[src/hw/core_macros.svh]
`ifndef CORE_MACROS_SVH
`define CORE_MACROS_SVH

// Instruction word layout, opcode on top, then rd, then rs_imm
`define INSTR_W 16
`define OPC_W 5
`define RD_W 5
// Source or immediate field, also the register file address
`define RS_W 6

// Instruction memory address
`define PC_W 10

// Register values and packet payload
`define DATA_W 32

// Barrier output and its mask
`define MASK_W 8

// Network ID width and the ID this core answers to
`define NET_ID_W 10
`define NET_ID_DEFAULT 10'd1

`endif

[src/hw/core_pkg.sv]
`include "core_macros.svh"

package core_pkg;

    // Instruction opcodes
    typedef enum logic [`OPC_W-1:0] {
        NOP = 0,
        ADDU,
        SUBU,
        AND,
        OR,
        SLLV,
        MOV,
        BEQZ,
        BNEQZ,
        BLTZ,
        BGTZ,
        BAR,
        DONE
    } opcode_e;

    // Network commands, NET_NONE means no packet this cycle
    typedef enum logic [2:0] {
        NET_NONE = 0,
        NET_INSTR,
        NET_REG,
        NET_PC,
        NET_BAR
    } net_op_e;

    // Run state of the core
    typedef enum logic [1:0] {
        IDLE = 0,
        RUN,
        ERR
    } core_state_e;

    // Bubble that fills a squashed or flushed stage
    localparam logic [`INSTR_W-1:0] NOP_INSTR = {NOP, {(`INSTR_W-`OPC_W){1'b0}}};

endpackage

[src/hw/core_control.sv]
`timescale 1ns/1ps
`include "core_macros.svh"

module core_control
    import core_pkg::*;
#(
    parameter logic [`NET_ID_W-1:0] NET_ID = `NET_ID_DEFAULT
)
(
    input  logic                 clk,
    input  logic                 n_reset,
    input  logic [`NET_ID_W-1:0] net_id_i,
    input  net_op_e              net_op_i,
    input  logic [`PC_W-1:0]     net_addr_i,
    input  logic [`DATA_W-1:0]   net_data_i,
    input  opcode_e              opcode3_i,
    input  logic [`DATA_W-1:0]   wb_val3_i,
    output logic                 imem_we_o,
    output logic                 net_rf_we_o,
    output logic                 pc_load_o,
    output logic                 stall_o,
    output logic                 flush_o,
    output logic [`MASK_W-1:0]   barrier_o,
    output logic                 exception_o,
    output logic                 running_o
);

    logic              id_match;
    logic              cmd_reg;
    logic              cmd_pc;
    logic              cmd_bar;
    core_state_e       state_r;
    core_state_e       state_n;
    logic              exception_r;
    logic [`MASK_W-1:0] mask_r;
    logic [`MASK_W-1:0] barrier_r;

    // Packet addressed to this core
    assign id_match = (net_id_i == NET_ID) && (net_op_i != NET_NONE);

    assign imem_we_o = id_match && (net_op_i == NET_INSTR);
    assign cmd_reg   = id_match && (net_op_i == NET_REG);
    assign cmd_pc    = id_match && (net_op_i == NET_PC);
    assign cmd_bar   = id_match && (net_op_i == NET_BAR);

    // r0 is constant zero, so a network write there is ignored
    assign net_rf_we_o = cmd_reg && (net_addr_i[`RS_W-1:0] != '0);

    // Start only from IDLE
    assign pc_load_o = cmd_pc && (state_r == IDLE);
    assign flush_o   = pc_load_o;

    // Network writes own the memory and register ports for the cycle
    assign stall_o = (state_r != RUN) || imem_we_o || net_rf_we_o;

    always_comb
    begin
        state_n = state_r;
        case (state_r)
            IDLE:
                if (cmd_pc)
                    state_n = RUN;
            RUN:
            begin
                // Restart attempt while busy is fatal
                if (cmd_pc)
                    state_n = ERR;
                else if (!stall_o && (opcode3_i == DONE))
                    state_n = IDLE;
            end
            default:
                state_n = ERR;
        endcase
    end

    always_ff @(posedge clk)
    begin
        if (!n_reset)
        begin
            state_r     <= IDLE;
            exception_r <= 1'b0;
            mask_r      <= '0;
            barrier_r   <= '0;
        end
        else
        begin
            state_r <= state_n;
            // Sticky until reset
            if (cmd_pc && (state_r != IDLE))
                exception_r <= 1'b1;
            // Mask is frozen once in ERR
            if (cmd_bar && (state_r != ERR))
                mask_r <= net_data_i[`MASK_W-1:0];
            // BAR commits from stage 3
            if (!stall_o && (opcode3_i == BAR))
                barrier_r <= wb_val3_i[`MASK_W-1:0];
        end
    end

    assign barrier_o   = mask_r & barrier_r;
    assign exception_o = exception_r;
    assign running_o   = (state_r == RUN);

endmodule

[config.mk]
export PLATFORM = sky130hd
export DESIGN_NAME = core_control
export DESIGN_NICKNAME = d
export VERILOG_FILES = /design/src/hw/core_pkg.sv /design/src/hw/core_control.sv
export VERILOG_INCLUDE_DIRS = /design/src /design/src/hw
export SDC_FILE = /design/constraint.sdc
export NUM_CORES = 1
export LEC_CHECK = 0
export ABC_AREA = 1
export BUFFER_PORTS_ARGS = -buffer_cell sky130_fd_sc_hd__buf_4
export CAP_MARGIN = 5
export CORE_MARGIN = 5
export CORE_UTILIZATION = 37
export CTS_CLUSTER_DIAMETER = 60
export DETAILED_ROUTE_END_ITERATION = 16
export PLACE_DENSITY = 0.79
export SLEW_MARGIN = 20
export SYNTH_ARGS = -nofsm -noshare
export SYNTH_HDL_FRONTEND = slang
export SYNTH_SLANG_ARGS = --single-unit
[constraint.sdc]
create_clock -name clk -period 4.2 [get_ports clk]
set_clock_uncertainty 0.2 [all_clocks]
set_input_delay 0.21 -clock clk [delete_from_list [all_inputs] [get_ports clk]]
set_output_delay 0.21 -clock clk [all_outputs]
set_load 0.03 [all_outputs]
==> flow_summary_export.csv <==
group,metric,value,unit
sta,fin_crit_sh,47.9,%
floorplanning,fp.dieArea,4620,um^2
sta,timing.fmax,497,MHz
final_layout,layout-drive-gt1-share,36.0,%
routing,drc_errors,0,
routing,totalWireLength,3.09,mm
worst_setup_path,cp.arrival,1600,ps
sta,period_needed,2010,ps
yosys,synth_area_leaders,"dfxtp_1 (31%), inv_1 (14%), nand2_1 (11%)",
yosys,avgSynthCellArea,6.44,um^2
sta,drv_slew,0,
clocking,cts_buffers,3,
min_path,hp-class,"in -> reg",
floorplanning,die_x,67.9,um
final_layout,areaGrowthSynthToFinish,45.2,%
pwr,leakage,0.000923,uW
clocking,cts_resized,0,
worst_setup_path,critPathLaunchType,"flip-flop",
global_route,grt_pass1_vias,1279,
clocking,postCtsHoldBufs,9,
sta,fin_ws,2190,ps
clocking,post_cts_buffers,0,
sta,setup_viol,0,
sta,finalSetupTns,0,ps
pwr,ir_worst_vdd,0.0812,mV
clocking,clock_path_buffers,2,
yosys,ys.flop_type,"dfxtp_1",
clocking,clkTransAtPathRegs,110,ps
sta,hold_viol,0,
routing,ant_nets,0,
sta,rsz0062_at_grt,"no",
clocking,clk_root_buffer_cell,"clkbuf_4",
final_layout,layout.nets,353,
yosys,synthDistinctLibCells,25,
placement,place_ws,2320,ps
floorplanning,io_pins,109,
floorplanning,coreArea,3280,um^2
floorplanning,die_h,67.9,um
yosys,synthCells,193,
worst_setup_path,crit_required,3790,ps
worst_setup_path,critPathKind,"reg -> out",
yosys,ys_top_cells_by_count,"inv_1 (45), nand2_1 (37), nor2_1 (24)",
routing,avgViaCountPerCell,4.47,
clocking,cts_tree,"done",
pwr,powerDensity,186,nW/um^2
yosys,syn_nets,287,
global_route,grt_pass1_wl,5.13,mm
placement,gp_congestion,0.756,
clocking,clk_latency,310,ps
worst_setup_path,worstSetupEndpointType,"primary output",
global_route,gr-total-overflow,0,
yosys,postSynth.asyncResetShare,0,%
run,max_cap_violations,0,
yosys,synth.most_common_cell,"inv_1",
global_route,grt_antenna_before_repair,0,
routing,wl_per_cell,10.2,um
global_route,grtUsageTotal,14.4,%
placement,place_hpwl,2.42,mm
final_layout,antenna_cells,0,
global_route,grt_max_degree,17,
routing,drt_first_iter_violations,50,
yosys,yosys.area.top_type_share,30.6,%
routing,vias,1358,
routing,dr.pass1.iters,4,
yosys,synth_edf_count,0,
yosys,ys_warn_count,0,
status,status,"finished clean",
clocking,h-tree-depth,1,
yosys,ys_seq_area_share,30.6,%
placement,port_buffers,56,
floorplanning,initial_utilization,37.8,%
yosys,ys_seq_elements,19,
yosys,synth_area,1240,um^2
yosys,synth_top_area_cell,"dfxtp_1",
worst_setup_path,cp_max_fo,10,
sta,relSlewSlack,69.0,%
sta,max_slew.worst_pin.slew,465,ps
floorplanning,num_rows,21,
clocking,clock-sinks,19,
## path summary, 6_finish.rpt
| check | startpoint | endpoint | slack, ps | cells after the start |
|---|---|---|---|---|
| max reg2reg | state_r[0] | barrier_r[0] | 2530 | 8 |
| min | wb_val3_i[4] | barrier_r[4] | 20 | 5 |
| min reg2reg | exception_o | exception_o | 260 | 2 |
| max | state_r[0] | stall_o | 2190 | 6 |
## logic make-up after synthesis
kind of cell	count (synthesis)	synth area share, %
AND/OR/NAND/NOR	99	41.2
buffers and inverters	61	19.9
flip-flops	19	30.6
AO/OA/AOI/OAI	14	8.26
## state kept, by name (all words and copies together) (netlist names)
register     cells
state_r          2
exception_o      1
mask_r           8
barrier_r        8
## stage by stage
step	hold WS [ps]	power, uW	cell area (um^2)	util [%]	instances
6_report	21.7	335	1800	54.9	304
5_1_grt	29.8	353	1800	54.9	304
4_1_cts	17.9	337	1800	54.9	304
3_5_place_dp	248	237	1690	51.4	291
3_3_place_gp	237	237	1690	51.4	291
2_1_floorplan	186	203	1240	-	193
## metal layers
layer	global-route usage [%]	part of all wire, %
met5	0	0
met1	16.1	42
met2	25.9	50
met4	7.20	2.3
met3	2.46	6.3
## critical path, stage by stage, from the launching register on
cell and delay (ps):
dfxtp_1 360, inv_1 70, nor2_1 230, inv_1 160, nor2_8 220, nand2_1 80
buf_4 180
## report_power, final
part / leakage (uW) / internal [uW] / total, uW / switching [uW]
combinational: 0.000752 / 35.6 / 59.5 / 23.8
clock: 0.0000177 / 35.6 / 95.7 / 60.1
sequential: 0.000153 / 180 / 180 / 0.00814
## cell usage in the layout (no fill, tap or decap)
cell and count:
nor4_1 1, nand2_4 1, nand3_2 1, nand2_1 37
inv_1 45, a211oi_2 2, a21oi_1 2, nand4_1 9
nand3_4 1, nor2_8 1, nand4_2 1, nor2_4 3
clkbuf_4 3, a211oi_1 7, o21ai_0 2, nand2_2 2
buf_4 56, clkinv_1 1, nand3_1 8, dfxtp_1 19
nor2_1 24, nor2_2 10, o21ai_1 1, inv_2 11
dlygate4sd3_1 9, clkinv_2 1
## final cells by class
type / count / area, um^2
fillers: 323 / 1480
clock buffers: 3 / 22.5
repair buffers: 65 / 510
multi-input cells: 113 / 614
well taps: 46 / 57.6
clock inverters: 1 / 5.00
inverters: 57 / 214
flip-flops and latches: 19 / 380
Power figures use the tool's default switching activity.
