### config.mk
export PLATFORM = sky130hd
export DESIGN_NAME = operand_stage
export DESIGN_NICKNAME = d
export VERILOG_FILES = /design/src/hw/core_pkg.sv /design/src/hw/operand_stage.sv
export VERILOG_INCLUDE_DIRS = /design/src /design/src/hw
export SDC_FILE = /design/constraint.sdc
export NUM_CORES = 1
export LEC_CHECK = 0
export ABC_AREA = 0
export BUFFER_PORTS_ARGS = -buffer_cell sky130_fd_sc_hd__buf_2
export CAP_MARGIN = 20
export CORE_ASPECT_RATIO = 0.9
export CORE_MARGIN = 4
export CORE_UTILIZATION = 30
export CTS_BUF_LIST = sky130_fd_sc_hd__clkbuf_16
export DETAILED_ROUTE_END_ITERATION = 16
export PLACE_DENSITY = 0.55
export SLEW_MARGIN = 10
export SYNTH_ARGS = -nofsm -noshare
export SYNTH_HDL_FRONTEND = slang
export SYNTH_SLANG_ARGS = --single-unit
export TNS_END_PERCENT = 30
### constraint.sdc
create_clock -name clk -period 4.4 [get_ports clk]
set_clock_uncertainty 0.1 [all_clocks]
set_input_delay 0.66 -clock clk [delete_from_list [all_inputs] [get_ports clk]]
set_output_delay 0.66 -clock clk [all_outputs]
set_load 0.01 [all_outputs]
### src/hw/core_macros.svh
`ifndef CORE_MACROS_SVH
`define CORE_MACROS_SVH

// Instruction word layout, opcode on top, then rd, then rs_imm
`define INSTR_W 16
`define OPC_W 5
`define RD_W 5
// Source or immediate field, also the register file address
`define RS_W 6

// Instruction memory address
`define PC_W 10

// Register values and packet payload
`define DATA_W 32

// Barrier output and its mask
`define MASK_W 8

// Network ID width and the ID this core answers to
`define NET_ID_W 10
`define NET_ID_DEFAULT 10'd1

`endif

### src/hw/core_pkg.sv
`include "core_macros.svh"

package core_pkg;

    // Instruction opcodes
    typedef enum logic [`OPC_W-1:0] {
        NOP = 0,
        ADDU,
        SUBU,
        AND,
        OR,
        SLLV,
        MOV,
        BEQZ,
        BNEQZ,
        BLTZ,
        BGTZ,
        BAR,
        DONE
    } opcode_e;

    // Network commands, NET_NONE means no packet this cycle
    typedef enum logic [2:0] {
        NET_NONE = 0,
        NET_INSTR,
        NET_REG,
        NET_PC,
        NET_BAR
    } net_op_e;

    // Run state of the core
    typedef enum logic [1:0] {
        IDLE = 0,
        RUN,
        ERR
    } core_state_e;

    // Bubble that fills a squashed or flushed stage
    localparam logic [`INSTR_W-1:0] NOP_INSTR = {NOP, {(`INSTR_W-`OPC_W){1'b0}}};

endpackage

### src/hw/operand_stage.sv
`timescale 1ns/1ps
`include "core_macros.svh"

module operand_stage
    import core_pkg::*;
(
    input  logic                clk,
    input  logic                n_reset,
    input  logic                stall_i,
    input  logic                flush_i,
    input  logic                branch_taken_i,
    input  logic [`INSTR_W-1:0] instr1_i,
    input  logic [`PC_W-1:0]    pc1_i,
    input  logic [`DATA_W-1:0]  rs_val_i,
    input  logic [`DATA_W-1:0]  rd_val_i,
    input  logic [`DATA_W-1:0]  ex_result_i,
    input  logic [`RS_W-1:0]    wb_addr3_i,
    input  logic [`DATA_W-1:0]  wb_val3_i,
    input  logic                wb_en3_i,
    output logic [`RS_W-1:0]    rs_addr_o,
    output logic [`RS_W-1:0]    rd_addr_o,
    output logic [`INSTR_W-1:0] instr2_o,
    output logic [`PC_W-1:0]    pc2_o,
    output logic [`DATA_W-1:0]  rs_val2_o,
    output logic [`DATA_W-1:0]  rd_val2_o,
    output logic [`RS_W-1:0]    rd_addr2_o,
    output logic                writes2_o
);

    opcode_e            opcode1;
    logic               writes1;
    logic [`DATA_W-1:0] rs_fwd;
    logic [`DATA_W-1:0] rd_fwd;

    // Youngest producer first, the register file last
    function automatic logic [`DATA_W-1:0] forward(input logic [`RS_W-1:0] addr,
                                                   input logic [`DATA_W-1:0] rf_val);
        if (writes2_o && (rd_addr2_o == addr))
            return ex_result_i;
        else if (wb_en3_i && (wb_addr3_i == addr))
            return wb_val3_i;
        else
            return rf_val;
    endfunction

    assign opcode1   = opcode_e'(instr1_i[`INSTR_W-1 -: `OPC_W]);
    assign rs_addr_o = instr1_i[`RS_W-1:0];
    // rd field is narrower, so only the low registers can be a destination
    assign rd_addr_o = {{(`RS_W-`RD_W){1'b0}}, instr1_i[`RS_W +: `RD_W]};

    // ALU ops write rd, except that writes to r0 are dropped
    always_comb
    begin
        case (opcode1)
            ADDU, SUBU, AND, OR, SLLV, MOV: writes1 = (rd_addr_o != '0);
            default:                        writes1 = 1'b0;
        endcase
    end

    always_comb
    begin
        rs_fwd = forward(rs_addr_o, rs_val_i);
        rd_fwd = forward(rd_addr_o, rd_val_i);
    end

    always_ff @(posedge clk)
    begin
        if (!n_reset)
        begin
            instr2_o  <= NOP_INSTR;
            writes2_o <= 1'b0;
        end
        else if (flush_i || (!stall_i && branch_taken_i))
        begin
            // Squash the instruction behind a taken branch
            instr2_o  <= NOP_INSTR;
            writes2_o <= 1'b0;
        end
        else if (!stall_i)
        begin
            instr2_o  <= instr1_i;
            writes2_o <= writes1;
        end
    end

    always_ff @(posedge clk)
    begin
        if (!stall_i)
        begin
            pc2_o      <= pc1_i;
            rs_val2_o  <= rs_fwd;
            rd_val2_o  <= rd_fwd;
            rd_addr2_o <= rd_addr_o;
        end
    end

endmodule

==> flow_summary.ini <==
[outcome]
status = completed

[timing]
setup_viol = 0
worst_slew_pin_slew_ps = 894
timing.fmax_ghz = 0.407
min_period_ps = 2460
drv_slew = 0
final.setup.tns_ps = 0
relSlewSlack = 0.404
setup_ws_ps = 1940
final.period_utilization = 0.558
rsz0062_at_grt = no
final_hold_viol_count = 0

[worst_setup_path]
critical_path_class = reg -> reg
cp-start-kind = flip-flop
critPathRequiredTime_ps = 4350
cp.arrival_ps = 2400
critPathMaxFanout = 33
reg2reg_depth = 5
cp-end-kind = flip-flop

[clock_network]
cts_num_sinks = 96
post-cts-setup-buffers = 0
postCtsHoldBufs = 0
clk_root_buffer_cell = clkbuf_16
clk_pin_slew_ps = 70
cts_tree = done
clock_latency_ps = 350
cts_made_buffers = 9
htreeDepth = 3
clock_path_buffers = 2
ctsResizeCount = 0

[die]
num_rows = 45
die_w_microns = 146
die_h_microns = 132
start_util = 0.306
core-area_sq_mm = 0.0168
dieArea_sq_mm = 0.0193
pin_count = 275

[layout]
final_nets = 932
drive_gt1_frac = 0.394
fin_util = 0.408
layout.cells.non_filler = 987
areaGrowthSynthToFinish_pct = 33.3

[route]
firstDrtPassIters = 5
avgViaCountPerCell = 5.29
drcViolationCount = 0
totalWireLength_microns = 20600
via_count = 5219
final_antenna_net_count = 0
drt_first_iter_violations = 394
wl_per_cell_microns = 20.9

[global_route]
gr-total-overflow = 0
grt_pass1_vias = 5192
grt_max_degree = 66
grt_pass1_wl_microns = 30700
antenna_found_initial = 4
track_usage = 0.204

[synthesis]
synth-adder-area-share = 0
synth.most_common_cell = edfxtp_1
avgSynthCellArea_sq_um = 9.59
yosysUniqueCellTypes = 30
yosysWarnings = 0
synth_top_family_by_area = simple AND/OR/NAND/NOR gates
muxShareOfSynthArea = 0.0311
synth_top_cell_by_area = edfxtp_1
synth_compound_area_frac = 0.143
syn_inst = 537
synth-main-ff-cell = edfxtp_1
synthArstFlopShare = 0
synth_xor_area_frac = 0.0386
synth.top_cell.area_share = 0.461
synthSimpleGateAreaFrac = 0.181
synth-edff-count = 79
synth_area_sq_mm = 0.00515
yosys-top-cells-count = edfxtp_1 (79), nor3_1 (67), a31oi_1 (64), o21ai_0 (64), clkbuf_1 (48)
synthTopCellsByArea = edfxtp_1 (46%), a31oi_1 (7.8%), dfxtp_1 (6.6%)
ys_ff_latch = 96
ys_seq_area_frac = 0.527

[place]
preCtsSetupSlack_ps = 1590
gp_congestion = 0.790
dp_hpwl_microns = 13900
port_buffers = 272
dp_cells = 965

[power_and_ir_drop]
leakage_nw = 2.77
seq_power_share = 0.481
p_int_mw = 1.59
switching_share = 0.285
powerDensity_mw_per_mm2 = 323
vdd_drop_max_uv = 208
pwr-share-comb = 0.171
clkPwrFrac = 0.347
finalPower_mw = 2.22
switchingPower_uw = 631

[job]
drv_cap = 0

[min_path]
hold_path.class = in -> reg
whs_path_depth = 1
==> worst max-delay path: stages, from the launching register on <==
cell	delay [ps]
edfxtp_1	440
xnor2_1	160
nand4_1	90
buf_4	410
or2_2	710
a31oi_1	230
==> flip-flops by register name, summed over array words and instances (netlist names) <==
signal,flops
writes2_o,1
instr2_o,16
rd_addr2_o,5
rd_val2_o,32
pc2_o,10
rs_val2_o,32
==> power by group through the flow <==
stage / combinational, mW / sequential, mW / clock [mW]
final: 0.380 / 1.07 / 0.770
after global routing: 0.414 / 1.07 / 0.815
after CTS: 0.378 / 1.07 / 0.790
after detailed placement: 0.377 / 1.09 / 0
after global placement: 0.378 / 1.09 / 0
after floorplan: 0.147 / 1.12 / 0
==> logic make-up (layout without fill, tap and decap cells) <==
kind of cell    Yosys count  count (layout)
other cells               1               7
compound gates          130             130
flops                    96              96
buf+inv                  91             324
simple gates            182             182
mux                      16              16
xor+xnor                 21              21
==> layout make-up <==
cell class	count	area, sq um
Fill cell	1720	9970
Sequential cell	96	2710
Multi-Input combinational cell	351	2040
Timing Repair Buffer	282	1460
Tap cell	211	264
Clock buffer	9	225
Inverter	26	98.8
Clock inverter	7	53.8
Antenna cell	5	12.5
==> cell usage in the layout (no fill, tap or decap), types with 2 or more instances in the layout <==
master	synthesis	layout
nor4_1	8	8
diode_2	0	5
nand4_1	3	3
nand2_1	19	19
nand3_1	33	32
nor3_1	67	67
xor2_2	2	2
conb_1	1	2
buf_2	0	272
o21ai_0	64	64
xnor2_1	18	18
dfxtp_1	17	17
buf_4	13	9
clkbuf_16	0	9
and3_1	2	2
edfxtp_1	79	79
inv_6	0	3
clkinvlp_4	0	2
a31oi_1	64	64
nor2_1	19	19
or2_2	2	2
or3_1	24	24
inv_1	26	26
mux2i_1	16	16
==> stage by stage <==
step,instance area (sq um),hold WS [ps]
3_5_place_dp,6540,379
2_1_floorplan,5150,435
4_1_cts,6820,361
6_report,6860,375
5_1_grt,6860,362
3_3_place_gp,6540,372
==> worst paths after layout <==
check / slack [ps] / startpoint / end
min reg2reg: 390 / instr2_o[6] / instr2_o[6]
min: 380 / pc1_i[9] / pc2_o[9]
max: 1940 / rd_addr2_o[4] / rd_val2_o[27]
max reg2reg: 1940 / rd_addr2_o[4] / rd_val2_o[27]
==> per-layer routing <==
layer / global-route usage / vias to the layer above / share of wire
li1: - / 2447 / -
met1: 0.264 / 2407 / 0.42
met2: 0.325 / 341 / 0.45
met3: 0.0780 / 22 / 0.11
met4: 0.0470 / 2 / 0.014
met5: 0 / - / 0.00034
No activity file was read; power rests on OpenSTA's default activity.
