## config.mk

```make
export PLATFORM = sky130hd
export DESIGN_NAME = execute_stage
export DESIGN_NICKNAME = d
export VERILOG_FILES = /design/src/hw/core_pkg.sv /design/src/hw/execute_stage.sv
export VERILOG_INCLUDE_DIRS = /design/src /design/src/hw
export SDC_FILE = /design/constraint.sdc
export NUM_CORES = 1
export LEC_CHECK = 0
export BUFFER_PORTS_ARGS = -buffer_cell sky130_fd_sc_hd__buf_2
export CELL_PAD_IN_SITES_DETAIL_PLACEMENT = 1
export CELL_PAD_IN_SITES_GLOBAL_PLACEMENT = 1
export CORE_MARGIN = 3
export CORE_UTILIZATION = 40
export CTS_CLUSTER_SIZE = 16
export DETAILED_ROUTE_END_ITERATION = 16
export PLACE_DENSITY_LB_ADDON = 0.2
export REMOVE_ABC_BUFFERS = 1
export SKIP_CTS_REPAIR_TIMING = 1
export SKIP_LAST_GASP = 1
export SLEW_MARGIN = 10
export SYNTH_ARGS = -nofsm -noshare
export SYNTH_HDL_FRONTEND = slang
export SYNTH_SLANG_ARGS = --single-unit
```

## constraint.sdc

```tcl
create_clock -name clk -period 14.3 [get_ports clk]
set_input_delay 1.43 -clock clk [delete_from_list [all_inputs] [get_ports clk]]
set_output_delay 1.43 -clock clk [all_outputs]
set_load 0.03 [all_outputs]
```

## src/hw/core_macros.svh

```systemverilog
`ifndef CORE_MACROS_SVH
`define CORE_MACROS_SVH

// Instruction word layout, opcode on top, then rd, then rs_imm
`define INSTR_W 16
`define OPC_W 5
`define RD_W 5
// Source or immediate field, also the register file address
`define RS_W 6

// Instruction memory address
`define PC_W 10

// Register values and packet payload
`define DATA_W 32

// Barrier output and its mask
`define MASK_W 8

// Network ID width and the ID this core answers to
`define NET_ID_W 10
`define NET_ID_DEFAULT 10'd1

`endif

```

## src/hw/core_pkg.sv

```systemverilog
`include "core_macros.svh"

package core_pkg;

    // Instruction opcodes
    typedef enum logic [`OPC_W-1:0] {
        NOP = 0,
        ADDU,
        SUBU,
        AND,
        OR,
        SLLV,
        MOV,
        BEQZ,
        BNEQZ,
        BLTZ,
        BGTZ,
        BAR,
        DONE
    } opcode_e;

    // Network commands, NET_NONE means no packet this cycle
    typedef enum logic [2:0] {
        NET_NONE = 0,
        NET_INSTR,
        NET_REG,
        NET_PC,
        NET_BAR
    } net_op_e;

    // Run state of the core
    typedef enum logic [1:0] {
        IDLE = 0,
        RUN,
        ERR
    } core_state_e;

    // Bubble that fills a squashed or flushed stage
    localparam logic [`INSTR_W-1:0] NOP_INSTR = {NOP, {(`INSTR_W-`OPC_W){1'b0}}};

endpackage

```

## src/hw/execute_stage.sv

```systemverilog
`timescale 1ns/1ps
`include "core_macros.svh"

module execute_stage
    import core_pkg::*;
(
    input  logic                clk,
    input  logic                n_reset,
    input  logic                stall_i,
    input  logic [`INSTR_W-1:0] instr2_i,
    input  logic [`PC_W-1:0]    pc2_i,
    input  logic [`DATA_W-1:0]  rs_val2_i,
    input  logic [`DATA_W-1:0]  rd_val2_i,
    input  logic [`RS_W-1:0]    rd_addr2_i,
    input  logic                writes2_i,
    output logic [`DATA_W-1:0]  ex_result_o,
    output logic                branch_taken_o,
    output logic [`PC_W-1:0]    branch_target_o,
    output logic [`RS_W-1:0]    wb_addr3_o,
    output logic [`DATA_W-1:0]  wb_val3_o,
    output logic                wb_en3_o,
    output opcode_e             opcode3_o
);

    opcode_e          opcode2;
    logic [`RS_W-1:0] imm2;

    assign opcode2 = opcode_e'(instr2_i[`INSTR_W-1 -: `OPC_W]);
    assign imm2    = instr2_i[`RS_W-1:0];

    // Two-operand ALU, rd is both source and destination
    always_comb
    begin
        case (opcode2)
            ADDU:    ex_result_o = rd_val2_i + rs_val2_i;
            SUBU:    ex_result_o = rd_val2_i - rs_val2_i;
            AND:     ex_result_o = rd_val2_i & rs_val2_i;
            OR:      ex_result_o = rd_val2_i | rs_val2_i;
            SLLV:    ex_result_o = rd_val2_i << rs_val2_i[4:0];
            MOV:     ex_result_o = rs_val2_i;
            // BAR carries rd through to stage 3 for the barrier
            BAR:     ex_result_o = rd_val2_i;
            default: ex_result_o = '0;
        endcase
    end

    // Zero tests on rd
    always_comb
    begin
        case (opcode2)
            BEQZ:    branch_taken_o = (rd_val2_i == '0);
            BNEQZ:   branch_taken_o = (rd_val2_i != '0);
            BLTZ:    branch_taken_o = $signed(rd_val2_i) < 0;
            BGTZ:    branch_taken_o = $signed(rd_val2_i) > 0;
            default: branch_taken_o = 1'b0;
        endcase
    end

    // Offset is relative to the branch itself
    assign branch_target_o = pc2_i + {{(`PC_W-`RS_W){imm2[`RS_W-1]}}, imm2};

    always_ff @(posedge clk)
    begin
        if (!n_reset)
        begin
            wb_en3_o  <= 1'b0;
            opcode3_o <= NOP;
        end
        else if (!stall_i)
        begin
            wb_en3_o  <= writes2_i;
            opcode3_o <= opcode2;
        end
    end

    always_ff @(posedge clk)
    begin
        if (!stall_i)
        begin
            wb_addr3_o <= rd_addr2_i;
            wb_val3_o  <= ex_result_o;
        end
    end

endmodule

```

==> results.md <==
* Status: finished, final reports clean
* Fmax at between 0.1 and 0.15 GHz
* Pwr Total at roughly 0.0006 W
* Worst Setup SP: rs_val2_i[0]
* RSZ-0062 raised after global routing: false
* Min Hold Slack at around 520 ps
* Crit path cell chain: buf_2, buf_4, inv_1, ha_1, nand3_1, or3_4, or4_4, nand2_1, xor2_1, ha_1, nand2_1, nor3_1, and4bb_2, nor2_1, a2111oi_0, mux2_2, o21ai_0, buf_2
* Core Box Area at about 16000 µm²
* Top-area cell type share of the netlist area at between 15 and 20%
* Most frequent cells in the layout: 181 x buf_2, 89 x nand2_1, 80 x a21oi_1, 68 x o21ai_0, 57 x nor2_1
* Crit-path max FO at 35
* GPL Wtd Cong at roughly 0.95
* Root Buffer: clkbuf_16
* Initial antenna violation count at 0
* DR vias at 7603
* Pleak at roughly 3.5 nW
* Post-DP HPWL at about 21000 µm
* Most used DFF post-synth: edfxtp_1
* Crit Reg-Reg Startpoint: opcode3_o[3]
* Post-route insts no fill at between 1000 and 1500
* Layout area overhead at 18.1%
* Crit share post-route at a little under three fifths
* DRC viols at 0
* WP depth at 18
* Placed cells at around 1200
* CTS tree: yes
* Post-synth EDFFs at 38
* Clock Path Buffers at 2
* Reg-to-Reg End: opcode3_o[3]
* YS warnings at 0
* Vias per cell at ~6.3
* Max_cap viols at 0
* Pins Over Slew Limit at 0
* Clock latency on the worst-skew pair at 310 ps
* Drt pass-1 iters at 7
* Seq/Total Area, Yosys at between 10% and 20%
* Synth cell types at 73
* Die H at ~140 µm
* Post-synth design cell area at between 6000 and 7000 µm²
* Maximum vdd ir drop at around 0.040 mV
* Setup CP Type: in -> out
* Worst slew margin at around two fifths
* Worst Setup EP: ex_result_o[24]
* Die Span X at approximately 140 µm
* Share of layout cells above drive strength 1 at a little over a quarter
* Setup TNS at 0 ps
* CP Buf/Inv Count at 4
* Largest net degree at the start of global routing at 39
* CTS Sinks at 44
* Final setup fails at 0
* Pwr dens at ~76 nW/µm²
* FILL cells at roughly 2000
* Endpoint class of the critical path: primary output
* Crit-path slowest cell: or4_4
* Yosys top cell by area: edfxtp_1
* Max Clock Skew at 0 ps
* H-tree depth at 2
* Max stage delay on crit path at between 500 and 600 ps
* Top cells by area, synth: edfxtp_1 17%, mux4_2 9.0%, ha_1 8.1%
* Top delay family on crit path: simple AND/OR/NAND/NOR gates
* Min-delay worst type: reg -> reg
* Critical Path AT at between 6000 and 7000 ps
* Wire length of the first global-routing pass at around 42000 µm
* Commonest non-fill, non-tap cell in the layout: buf_2
* GRT Util Overall at 29.2%
* R2R Setup Slk at 13650 ps
* Nets at between 1000 and 1500
* Synthesis-stage register bit count at 44
* # rows at 46
* Tightest Pin Transition at about 920 ps
* Mean Syn Cell Area at 8.10 µm²
* Initial DRC count at between 500 and 600
* Vias in the first global route at 7603
* R2R depth at 2
* PortBufs at ~180
* Ant diodes at 0
* Initial Util at 41.7%
* Cts bufs inserted at 5
* Ports at 187
* Detailed Route WL at roughly 27000 µm
* Ys async rst share at 0%
* Synth Instances at 836
* CP required at around 13000 ps
* Routed len/inst at 22.7 µm
* Die ar. at 18500 µm²
* Remaining antenna violation count at 0
* Min Tclk post-route at 8050 ps
* Final hold viol count at 0
* Reg clk slew, reported paths at ~70 ps
* Gr ovfl total at 0
* CP startpoint kind: input port
[layer usage]
layer / wire length, µm / global-route usage (%) / share of wire, % / vias up
li1: - / - / - / 3488
met1: 11700 / 39.2 / 43 / 3722
met2: 12500 / 46.9 / 46 / 344
met3: 2310 / 6.66 / 8.5 / 49
met4: 693 / 8.68 / 2.6 / 0
met5: 0 / 0 / 0 / -
[worst register-to-register path, delay by kind of cell (launching register included)]
family / cells / cell delay [ps]
muxes: 1 / 160
and+or+nand+nor: 1 / 60
DFF: 1 / 320
[cell families after synthesis]
kind of cell               after synthesis  synth area share, %
AOI/OAI and AO/OA                      285                 27.1
xor gates and xnor gates                61                 7.89
buffers and inverters                   77                 4.42
and+or+nand+nor                        263                 19.2
DFF                                     44                 18.6
muxes                                   60                 14.0
adders and majority gates               46                 8.72
[sequential cells by signal, summed over array words and instances (netlist names)]
name,count
opcode3_o,5
wb_en3_o,1
wb_val3_o,32
wb_addr3_o,6
[where the power goes]
| part | switching, W | internal, W | leakage (nW) |
|---|---|---|---|
| Sequential | 0.00000237 | 0.000151 | 0.414 |
| Clock | 0.0000619 | 0.0000834 | 0.0840 |
| Combinational | 0.000199 | 0.000110 | 2.97 |
[area by class of cell]
cell class                      count  area [µm²]  area share, %
Clock buffer                        5         125           1.56
Tap cell                          216         270           3.38
Multi-Input combinational cell    715        5230           65.3
Sequential cell                    44        1260           15.8
Timing Repair Buffer              189         966           12.1
Clock inverter                      3        47.5          0.595
Inverter                           27         101           1.27
[cells in the mapped netlist, drive strengths merged (5+ instances only)]
library cell  instances
nor3                 17
o21a                  9
mux2i                24
dfxtp                 6
o31ai                12
mux4                 27
nor2                 57
edfxtp               38
a21o                 23
or3                   9
o22ai                 7
xor2                 30
a31oi                 5
ha                   44
nand2b               10
buf                  10
o32ai                 6
o21ai                74
mux2                  9
a222oi                8
nand3                13
and3                  8
a21oi                81
and2                  9
nand4                10
nand2                90
inv                  26
xnor2                31
nor4                 11
clkbuf               40
a211oi                8
o21bai                6
nor2b                14
[through the flow]
step	instance area, µm²	utilization [%]	setup slack (ps)
after floorplan	6580	-	7230
after global placement	7820	48.2	6440
after detailed placement	7820	48.2	6360
after CTS	8000	49.3	6310
after global routing	8000	49.3	5800
final	8000	49.3	6250
[worst min-delay path by stage]
stage	slack, ps	depth (start not counted)	to	start
after floorplan	650	2	opcode3_o[0]	opcode3_o[0]
after global placement	490	2	wb_en3_o	wb_en3_o
after detailed placement	510	2	opcode3_o[4]	opcode3_o[4]
after CTS	530	2	opcode3_o[2]	opcode3_o[2]
after global routing	600	2	opcode3_o[4]	opcode3_o[4]
final	520	2	opcode3_o[2]	opcode3_o[2]
(Power assumes the default switching activity.)
